### src/verilog/ram_arb_pkg.sv
package ram_arb_pkg;

  // data and address widths
  localparam int XLEN   = 64;
  localparam int ADDR_W = 32;
  localparam int MASK_W = 8;   // one bit per byte lane

  // word ram, index is addr[10:3]
  localparam int RAM_WORDS = 256;
  localparam int IDX_W     = 8;

  // state encodings, same for both engines
  localparam int ST_W = 3;
  localparam logic [ST_W-1:0] ST_IDLE    = 3'd0;
  localparam logic [ST_W-1:0] ST_MEM1    = 3'd1;
  localparam logic [ST_W-1:0] ST_MEM2    = 3'd2;
  localparam logic [ST_W-1:0] ST_PREIDLE = 3'd4;  // one cycle after reset

  // one ram word, seen whole or as byte lanes
  typedef union packed {
    logic [XLEN-1:0]        raw;
    logic [MASK_W-1:0][7:0] lanes;  // lane i = bits 8i+7:8i
  } ram_word_u;

endpackage

### src/verilog/mem_write_fsm.sv
module mem_write_fsm (
  input  logic                             clk,
  input  logic                             rst,
  input  logic                             wr_valid_i,
  input  logic [ram_arb_pkg::ADDR_W-1:0]   wr_addr_i,
  input  logic [ram_arb_pkg::MASK_W-1:0]   wr_mask_i,
  input  logic [ram_arb_pkg::XLEN-1:0]     wr_data_i,
  output logic                             wr_ready_o,   // also the ram write enable
  output logic [ram_arb_pkg::IDX_W-1:0]    ram_waddr_o,
  output logic [ram_arb_pkg::MASK_W-1:0]   ram_wmask_o,
  output logic [ram_arb_pkg::XLEN-1:0]     ram_wdata_o
);

  logic [ram_arb_pkg::ST_W-1:0] state;
  logic busy_stage;   // idle, mem1 or mem2
  logic take;
  logic drop;

  assign busy_stage = (state == ram_arb_pkg::ST_IDLE) ||
                      (state == ram_arb_pkg::ST_MEM1) ||
                      (state == ram_arb_pkg::ST_MEM2);

  // every stage wants the request still held
  assign take = busy_stage && wr_valid_i;
  assign drop = busy_stage && !wr_valid_i;

  always_ff @(posedge clk) begin
    if (rst) begin
      state      <= ram_arb_pkg::ST_PREIDLE;
      wr_ready_o <= 1'b0;
    end else begin
      case (state)
        ram_arb_pkg::ST_PREIDLE: begin
          state <= ram_arb_pkg::ST_IDLE;
        end
        ram_arb_pkg::ST_IDLE: begin
          wr_ready_o <= 1'b0;   // ends the ready pulse
          if (wr_valid_i) begin
            state <= ram_arb_pkg::ST_MEM1;
          end
        end
        ram_arb_pkg::ST_MEM1: begin
          wr_ready_o <= 1'b0;
          if (wr_valid_i) begin
            state <= ram_arb_pkg::ST_MEM2;
          end else begin
            state <= ram_arb_pkg::ST_IDLE;   // abandoned
          end
        end
        ram_arb_pkg::ST_MEM2: begin
          // third edge with valid held, ready for one cycle
          state      <= ram_arb_pkg::ST_IDLE;
          wr_ready_o <= wr_valid_i;
        end
        default: begin
          state      <= ram_arb_pkg::ST_IDLE;
          wr_ready_o <= 1'b0;
        end
      endcase
    end
  end

  // address, mask and data follow the held request, last capture wins
  always_ff @(posedge clk) begin
    if (take) begin
      ram_waddr_o <= wr_addr_i[3 +: ram_arb_pkg::IDX_W];   // word index
      ram_wmask_o <= wr_mask_i;
      ram_wdata_o <= wr_data_i;
    end else if (drop) begin
      ram_waddr_o <= '0;
      ram_wmask_o <= '0;
      ram_wdata_o <= '0;
    end
  end

endmodule

### config.mk
export PLATFORM = sky130hd
export DESIGN_NAME = mem_write_fsm
export DESIGN_NICKNAME = d
export VERILOG_FILES = /design/src/verilog/ram_arb_pkg.sv /design/src/verilog/mem_write_fsm.sv
export SDC_FILE = /design/constraint.sdc
export NUM_CORES = 1
export LEC_CHECK = 0
export BUFFER_PORTS_ARGS = -buffer_cell sky130_fd_sc_hd__buf_2
export CORE_MARGIN = 5
export CORE_UTILIZATION = 42
export DETAILED_ROUTE_END_ITERATION = 7
export GPL_ROUTABILITY_DRIVEN = 0
export PLACE_DENSITY = 0.89
export SETUP_SLACK_MARGIN = 0.3
export SLEW_MARGIN = 5
export SYNTH_ARGS = -nofsm -noshare
export SYNTH_HDL_FRONTEND = slang
export SYNTH_SLANG_ARGS = --single-unit
export TNS_END_PERCENT = 30
### constraint.sdc
create_clock -name clk -period 4.7 [get_ports clk]
set_input_delay 0.47 -clock clk [delete_from_list [all_inputs] [get_ports clk]]
set_output_delay 0.47 -clock clk [all_outputs]
set_load 0.03 [all_outputs]
==> reports/qor.csv <==
stage,metric,value,unit
outcome,status,"complete, no violations",
placed_design,Area after DPL,4540,sq um
setup_path,CP max-delay cell,buf_4,
clocking,CTS H-tree lvls,3,
sta,Slew @ Worst Pin,1.05,ns
detailed_routing,Antenna Nets Post-Route,0,
sta,final hold violation count,0,
sta,fmax,0.435,GHz
floorplanning,Starting Density,43.6,%
power_and_ir_drop,sw frac,24.6,%
synthesis,Synth cell types,13,
cells_and_area,final instance area,4740,sq um
clocking,clk buf depth,2,
clocking,clk_lat worst skew,0.34,ns
setup_path,Crit Path Max Fanout,53,
cells_and_area,Fillers,713,
grt,vias in the first global route,2324,
setup_path,CP peak stage delay,0.67,ns
clocking,cell at the root of the clock tree,clkbuf_8,
sta,Max Slew Vio Count,0,
synthesis,Yosys top cell area share,62.5,%
synthesis,Synth Net Count,299,
setup_path,crit start category,register,
cells_and_area,number of diodes,0,
hold_path,Min-Delay Path Class,in -> reg,
setup_path,critical-path cell list,and2_4 -> nor2_4 -> buf_4,
synthesis,Synth Area in XOR/XNOR,0,%
placed_design,placed instance count,447,
clocking,# hold bufs at CTS,0,
synthesis,sequential area share after synthesis,64.6,%
synthesis,Adder-Cell Fraction of Synth Area,0,%
sta,Final period util,49.0,%
sta,skew final,0.0144,ns
floorplanning,DIE AREA,11200,sq um
grt,largest net degree at the start of global routing,68,
cells_and_area,fin nets,457,
sta,worst hold slack,0.284,ns
clocking,TritonCTS Sinks,84,
synthesis,"flops & latches, synth",84,
power_and_ir_drop,internal power,1240,uW
synthesis,largest family of logic cells by synthesized area,simple AND/OR/NAND/NOR gates,
power_and_ir_drop,NetSw,406,uW
detailed_routing,via count,2206,
detailed_routing,DRC violations left,0,
placed_design,detailed placement HPWL,5.40,mm
setup_path,Critical Path End Type,register,
sta,Total Negative Setup Slacks,0,ns
grt,GRT overflow,0,
synthesis,Synth Area in Compound Gates,0.195,%
synthesis,Post-Synthesis Cell Area,3840,sq um
setup_path,critical path data required time,4.67,ns
setup_path,WP data arrival,2.27,ns
floorplanning,Die X,106,um
job,number of max-cap violations,0,
floorplanning,core area,8810,sq um
grt,initial antenna violation count,0,
clocking,PostCTS Resize Cnt,0,
sta,final setup vio count,0,
sta,fin crit period,2.30,ns
cells_and_area,Util after Layout,53.9,%
power_and_ir_drop,Comb pwr share,13.9,%
sta,RSZ-0062 raised after global routing,no,
grt,GRT Total Usage,13.5,%
synthesis,Yosys top cell by area,edfxtp_1,
detailed_routing,drt first pass iters,4,
power_and_ir_drop,PwrDens,348,nW/um^2
detailed_routing,DRT Wirelength,7.64,mm
floorplanning,Chip Height,106,um
synthesis,post-synthesis mux area share,0,%
floorplanning,Cell Rows,34,
cells_and_area,Synth-to-Final Area Change,23.5,%
sta,Worst slew margin,30.3,%
detailed_routing,DR vias/cell,4.77,
synthesis,Synth Area in Simple Gates,27.8,%
power_and_ir_drop,Clock power frac,32.9,%
synthesis,Mapped Cells,192,
power_and_ir_drop,Pleak,0.00191,uW
grt,first-pass GRT wire length,11.9,mm
setup_path,critical path type,reg -> reg,
cells_and_area,layout cells sized above 1,74.0,%
synthesis,Mean Syn Cell Area,20.0,sq um
floorplanning,Ports,188,
synthesis,synth top area cells,"edfxtp_1 63%, nor3b_2 26%, buf_12 4.7%",
clocking,setup bufs post-CTS,0,
detailed_routing,DRT iter0 DRCs,93,
placed_design,input/output buffers,163,
clocking,total CTS buffers,9,
clocking,Clock transition at path regs,0.07,ns
clocking,CTS tree,done,
power_and_ir_drop,worst vdd ir,147,uV
synthesis,Ys Warns,0,
detailed_routing,Wirelength per Cell,16.5,um
power_and_ir_drop,sequential share of power,53.3,%
cells_and_area,fin cells,462,
## cell families after synthesis
family / Yosys count
buffers and inverters: 19
AND/OR/NAND/NOR: 88
flip-flops: 84
AO/OA/AOI/OAI: 1
## sequential cells by signal (all words and copies together), names as in the netlist
register and flops:
wr_ready_o 1, ram_wmask_o 8, state 3, ram_wdata_o 64
ram_waddr_o 8
## worst max-delay path, delay by kind of cell (launching register included)
kind	cells	cell delay, ns
simple gates	2	0.88
buf+inv	1	0.67
flops	1	0.35
## metrics by stage
step / total power (uW) / worst slack (ns)
after floorplan: 1060 / 1.45
after global placement: 1120 / 2.46
after detailed placement: 1130 / 2.38
after CTS: 1670 / 2.37
after global routing: 1710 / 2.24
final: 1650 / 2.40
## power groups by stage
| stage | clock, uW | combinational [uW] | sequential (uW) |
|---|---|---|---|
| after detailed placement | 0 | 232 | 897 |
| after floorplan | 0 | 74.4 | 988 |
| final | 542 | 229 | 879 |
| after CTS | 553 | 233 | 880 |
| after global routing | 587 | 243 | 884 |
| after global placement | 0 | 228 | 893 |
## cells in the final DEF (no fill, tap or decap)
| cell type | count |
|---|---|
| clkinv_2 | 1 |
| and2_4 | 1 |
| nand2b_4 | 1 |
| buf_2 | 163 |
| nand3b_1 | 2 |
| clkbuf_1 | 1 |
| clkinv_4 | 1 |
| nor3b_2 | 80 |
| clkinv_1 | 1 |
| buf_4 | 3 |
| edfxtp_1 | 80 |
| bufinv_16 | 2 |
| clkbuf_8 | 9 |
| nor2_1 | 1 |
| nor4bb_1 | 1 |
| nor2_4 | 1 |
| dfxtp_1 | 4 |
| a211oi_1 | 1 |
| and4b_1 | 1 |
## routing by layer
metal / up-vias / GRT usage [%] / share of wire [%]
li1: 1044 / - / -
met1: 1056 / 15.0 / 37
met2: 95 / 23.6 / 53
met3: 11 / 5.75 / 9.1
met4: 0 / 3.98 / 1.1
met5: - / 0 / 0
## final timing paths
check                                            from                            end  slack (ns)  cells after the start
worst max register to register  state[1]$_SDFFE_PP0P_  ram_wdata_o[60]$_SDFFCE_PN0P_        2.40                      3
worst max-delay path            state[1]$_SDFFE_PP0P_  ram_wdata_o[60]$_SDFFCE_PN0P_        2.40                      3
worst min register to register  state[0]$_SDFFE_PP0P_        wr_ready_o$_SDFFE_PP0P_        0.48                      1
worst min-delay path                              rst          state[2]$_SDFFE_PP1P_        0.28                      1
## synth_stat cells
library cell,n
and4b_1,1
dfxtp_1,4
nor3b_2,80
nor2_1,2
nand3b_1,2
edfxtp_1,80
clkbuf_1,1
a211oi_1,1
nor4bb_1,1
and2_4,1
buf_6,9
buf_12,9
nand2b_4,1
## cell type report
class                      instances  area [sq um]  share of cell area, %
clock inverter                     5          77.6                   1.64
timing repair buffer             166           838                   17.7
tap                              108           135                   2.85
sequential                        84          2480                   52.3
multi-input combinational         89          1080                   22.8
clock buffer                      10           128                   2.69
(Power assumes the default switching activity.)
