===== src/verilog/ram_arb_pkg.sv =====
package ram_arb_pkg;

  // data and address widths
  localparam int XLEN   = 64;
  localparam int ADDR_W = 32;
  localparam int MASK_W = 8;   // one bit per byte lane

  // word ram, index is addr[10:3]
  localparam int RAM_WORDS = 256;
  localparam int IDX_W     = 8;

  // state encodings, same for both engines
  localparam int ST_W = 3;
  localparam logic [ST_W-1:0] ST_IDLE    = 3'd0;
  localparam logic [ST_W-1:0] ST_MEM1    = 3'd1;
  localparam logic [ST_W-1:0] ST_MEM2    = 3'd2;
  localparam logic [ST_W-1:0] ST_PREIDLE = 3'd4;  // one cycle after reset

  // one ram word, seen whole or as byte lanes
  typedef union packed {
    logic [XLEN-1:0]        raw;
    logic [MASK_W-1:0][7:0] lanes;  // lane i = bits 8i+7:8i
  } ram_word_u;

endpackage


===== src/verilog/mem_read_arb.sv =====
module mem_read_arb (
  input  logic                             clk,
  input  logic                             rst,
  input  logic [ram_arb_pkg::ADDR_W-1:0]   if_addr_i,
  input  logic                             if_valid_i,
  input  logic [ram_arb_pkg::MASK_W-1:0]   if_rmask_i,
  input  logic [ram_arb_pkg::ADDR_W-1:0]   mem_addr_i,
  input  logic                             mem_valid_i,
  input  logic [ram_arb_pkg::MASK_W-1:0]   mem_rmask_i,
  input  logic [ram_arb_pkg::XLEN-1:0]     ram_rdata_i,
  output logic [ram_arb_pkg::IDX_W-1:0]    ram_raddr_o,
  output logic [ram_arb_pkg::MASK_W-1:0]   ram_rmask_o,
  output logic [ram_arb_pkg::XLEN-1:0]     if_rdata_o,
  output logic                             if_rdata_valid_o,
  output logic [ram_arb_pkg::XLEN-1:0]     mem_rdata_o,
  output logic                             mem_rdata_valid_o
);

  logic [ram_arb_pkg::ST_W-1:0] state;
  logic own_if;     // which port owns the current access
  logic own_mem;
  logic rd_strobe;  // one cycle, read word on ram_rdata_i
  logic any_req;
  logic owner_held;
  logic use_mem;
  logic load;
  logic clear;
  logic [ram_arb_pkg::IDX_W-1:0]  next_idx;
  logic [ram_arb_pkg::MASK_W-1:0] next_mask;

  assign any_req    = mem_valid_i || if_valid_i;
  assign owner_held = (own_mem && mem_valid_i) || (own_if && if_valid_i);

  always_comb begin
    // new winner in idle, mem first; otherwise the recorded owner
    if (state == ram_arb_pkg::ST_IDLE) begin
      use_mem = mem_valid_i;
    end else begin
      use_mem = own_mem;
    end
    next_idx  = use_mem ? mem_addr_i[3 +: ram_arb_pkg::IDX_W]
                        : if_addr_i[3 +: ram_arb_pkg::IDX_W];
    next_mask = use_mem ? mem_rmask_i : if_rmask_i;
    load  = ((state == ram_arb_pkg::ST_IDLE) && any_req) ||
            ((state == ram_arb_pkg::ST_MEM2) && owner_held);
    clear = (state == ram_arb_pkg::ST_IDLE) && !any_req;
  end

  always_ff @(posedge clk) begin
    if (rst) begin
      state     <= ram_arb_pkg::ST_PREIDLE;
      rd_strobe <= 1'b0;
      own_if    <= 1'b0;
      own_mem   <= 1'b0;
    end else begin
      case (state)
        ram_arb_pkg::ST_PREIDLE: begin
          state <= ram_arb_pkg::ST_IDLE;
        end
        ram_arb_pkg::ST_IDLE: begin
          rd_strobe <= 1'b0;
          own_mem   <= mem_valid_i;
          own_if    <= if_valid_i && !mem_valid_i;
          if (any_req) begin
            state <= ram_arb_pkg::ST_MEM1;
          end
        end
        ram_arb_pkg::ST_MEM1: begin
          if (owner_held) begin
            state <= ram_arb_pkg::ST_MEM2;
          end else begin
            state <= ram_arb_pkg::ST_IDLE;   // owner let go
          end
        end
        ram_arb_pkg::ST_MEM2: begin
          state     <= ram_arb_pkg::ST_IDLE;
          rd_strobe <= owner_held;
        end
        default: begin
          state     <= ram_arb_pkg::ST_IDLE;
          rd_strobe <= 1'b0;
        end
      endcase
    end
  end

  // read address and mask, re-taken at the last stage
  always_ff @(posedge clk) begin
    if (load) begin
      ram_raddr_o <= next_idx;
      ram_rmask_o <= next_mask;
    end else if (clear) begin
      ram_raddr_o <= '0;
      ram_rmask_o <= '0;
    end
  end

  // route the word to the owner only
  assign mem_rdata_valid_o = rd_strobe && own_mem;
  assign if_rdata_valid_o  = rd_strobe && own_if;
  assign mem_rdata_o       = mem_rdata_valid_o ? ram_rdata_i : '0;
  assign if_rdata_o        = if_rdata_valid_o ? ram_rdata_i : '0;

endmodule


===== config.mk =====
export PLATFORM = sky130hd
export DESIGN_NAME = mem_read_arb
export DESIGN_NICKNAME = d
export VERILOG_FILES = /design/src/verilog/ram_arb_pkg.sv /design/src/verilog/mem_read_arb.sv
export SDC_FILE = /design/constraint.sdc
export NUM_CORES = 1
export LEC_CHECK = 0
export BUFFER_PORTS_ARGS = -buffer_cell sky130_fd_sc_hd__buf_2
export CORE_AREA = 2 2 115 117
export CTS_CLUSTER_DIAMETER = 30
export CTS_CLUSTER_SIZE = 12
export DETAILED_ROUTE_END_ITERATION = 16
export DIE_AREA = 0 0 117 119
export PLACE_DENSITY_LB_ADDON = 0.12
export SYNTH_ARGS = -nofsm -noshare
export SYNTH_HDL_FRONTEND = slang
export SYNTH_SLANG_ARGS = --single-unit

===== constraint.sdc =====
create_clock -name clk -period 4 [get_ports clk]
set_input_delay 0.8 -clock clk [delete_from_list [all_inputs] [get_ports clk]]
set_output_delay 0.8 -clock clk [all_outputs]
set_load 0.005 [all_outputs]

==> impl_metrics.env <==
export IMPL_highest_layer="met5"
export IMPL_cts_sinks=22
export IMPL_fin_skew_ps=3.565
export IMPL_layout_commonest_cell="buf_2"
export IMPL_slowest_stage="dfxtp_2"
export IMPL_worst_setup_path_end_kind="output port"
export IMPL_period_share=0.6810
export IMPL_synth_seq_cells=22
export IMPL_layout_common_cells="buf_2, and3_1, a211oi_2"
export IMPL_nets=643
export IMPL_max_slew_worst_pin_slew_ps=891.3
export IMPL_r2r_start="own_mem"
export IMPL_coreArea_sq_um=12870
export IMPL_p_leak_uw=0.002433
export IMPL_die_h_um=119
export IMPL_final_hold_viol_count=0
export IMPL_fmax_mhz=367.1
export IMPL_grt_pass1_wl_um=14190
export IMPL_startpoint_type="register"
export IMPL_grt_max_degree=70
export IMPL_worstSetupPathType="reg2out"
export IMPL_r2r_end="ram_rmask_o[4]"
export IMPL_num_vias=3028
export IMPL_holdCritStartpoint="state[0]"
export IMPL_met2_length_um=4597
export IMPL_utilization=0.2917
export IMPL_syn_area_per_cell_sq_um=8.452
export IMPL_dp_cells=666
export IMPL_ys_top_cells_by_area="and3_1, edfxtp_1, a211oi_2"
export IMPL_start_util=0.1825
export IMPL_final_cells=672
export IMPL_rr_worst_depth=4
export IMPL_critPathBufInv=2
export IMPL_ys_seq_area_frac=0.2556
export IMPL_cts_tree="built"
export IMPL_drc_errors=0
export IMPL_drive_above_1_share=0.5729
export IMPL_synth_top_cell_area_share=0.3408
export IMPL_cp_max_fo=69
export IMPL_grt_usage=0.1304
export IMPL_drv_cap=0
export IMPL_max_vdd_ir_drop_mv=0.1395
export IMPL_synth_distinct_cells=27
export IMPL_crit_path_cell_trace="buf_4 > and3_1 > buf_2"
export IMPL_placed_cell_area_sq_um=3651
export IMPL_hp_class="reg2reg"
export IMPL_routed_wl_met3_um=922
export IMPL_crit_required_ps=3200
export IMPL_synth_top_area_cell="and3_1"
export IMPL_cts_buffers=3
export IMPL_ctsHoldBuffers=0
export IMPL_clock_path_buffers=2
export IMPL_drt_iter0_markers=162
export IMPL_cts_resized=0
export IMPL_io_pins=294
export IMPL_rsz0062_at_grt="no"
export IMPL_hold_end="rd_strobe"
export IMPL_status="completed"
export IMPL_gp_congestion=0.8097
export IMPL_insertion_delay_ps=260
export IMPL_path_delay_family="flip-flops"
export IMPL_post_cts_buffers=0
export IMPL_drtPass1Iterations=4
export IMPL_met1Wirelength_um=4358
export IMPL_routed_wl_um=10060
export IMPL_synth_fp_nets=426
export IMPL_clk_pin_slew_ps=60
export IMPL_drv_slew=0
export IMPL_arrival_ps=1920
export IMPL_grt_pass1_vias=2648
export IMPL_synth_cells=278
export IMPL_overflow=0
export IMPL_design_area_sq_um=3756
export IMPL_final_antenna_net_count=0
export IMPL_antenna_found_initial=5
export IMPL_die_area_sq_um=13920
export IMPL_portBuffers=245
export IMPL_vias_per_cell=4.506
export IMPL_netlist_area_sq_um=2350
export IMPL_area_growth_synth_to_final_pct=59.85
export IMPL_min_path_cells=2
export IMPL_p_per_area_nw_per_um2=189.0
export IMPL_die_x_um=117
export IMPL_root_buffer="clkbuf_16"
export IMPL_fin_crit_ps=2724
export IMPL_reg2reg_setup_slack_ps=1890
export IMPL_tns_ps=0
export IMPL_rows=42
export IMPL_yosysWarnings=0
export IMPL_wl_per_cell_um=14.98
export IMPL_hpwl_um=7828
export IMPL_max_stage_delay_ps=890
export IMPL_setup_viol=0
export IMPL_n_fill_cell=1400
export IMPL_slew_headroom=0.4058
export IMPL_cts_htree_levels=1
[worst min-delay path: cells and delay by family (launching register included)]
family             cells  cell delay [ps]
AOI/OAI and AO/OA      1               80
and+or+nand+nor        1               80
DFF                    1              350
[final cells by class]
| type | count | area, sq um | area share |
|---|---|---|---|
| diodes | 2 | 5.005 | 0.001332 |
| clock buffers | 4 | 100.1 | 0.02665 |
| multi-input cells | 216 | 1548 | 0.4121 |
| flip-flops and latches | 22 | 604.3 | 0.1609 |
| well taps | 176 | 220.2 | 0.05863 |
| repair buffers | 252 | 1279 | 0.3404 |
[flip-flops by register name (all words and copies together) (netlist names)]
signal and count:
own_if 1, own_mem 1, ram_raddr_o 8, ram_rmask_o 8, rd_strobe 1, state 3
[metal layers]
layer,track usage,vias to the layer above
met1,0.1667,1371
li1,-,1475
met3,0.03969,18
met2,0.2175,158
met5,0,-
met4,0.02353,6
[where the power goes]
part	internal [uW]	total [uW]	switching, uW
sequential	264	277	12.7
clock	174	263	88.9
combinational	77.2	171	93.3
[worst max-delay path by stage]
stage	start	to	slack, ps	depth (start not counted)
final	rd_strobe	mem_rdata_o[1]	1280	3
after floorplan	mem_valid_i	ram_raddr_o[0]	2000	5
after detailed placement	mem_valid_i	ram_raddr_o[1]	1220	4
after global routing	rd_strobe	if_rdata_o[11]	1100	3
after CTS	rd_strobe	mem_rdata_o[1]	1260	3
after global placement	mem_valid_i	ram_rmask_o[6]	1200	4
[stage by stage]
stage	hold slack, ps	total power (uW)	worst slack [ps]
CTS	555.3	718.4	1258
detailed placement	545.2	454.3	1216
floorplan	499.3	367.5	1997
finish	551.5	709.9	1276
global placement	532.3	449.1	1196
global route	598.5	744.1	1097
[logic make-up after synthesis]
logic type	share of synthesized area
AOI/OAI and AO/OA	0.1651
buffers and inverters	0.08572
DFF	0.2556
muxes	0.06816
and+or+nand+nor	0.4255
[synth_stat cells]
master	count
dfxtp_1	6
nand3b_1	1
a211oi_2	22
and3_1	128
a21oi_1	2
buf_2	3
nor3b_1	1
buf_12	1
nor3_1	1
or3_1	1
edfxtp_1	16
and2_1	2
and4b_1	1
nand2_1	6
clkbuf_2	1
nor2_1	3
buf_6	3
a22oi_2	1
a31oi_1	1
clkbuf_1	30
nand3_1	2
a22o_1	1
a211oi_1	10
or2_2	1
mux2i_1	16
nor2b_1	16
buf_4	2
Note: power is estimated with default switching activity, not from simulation.
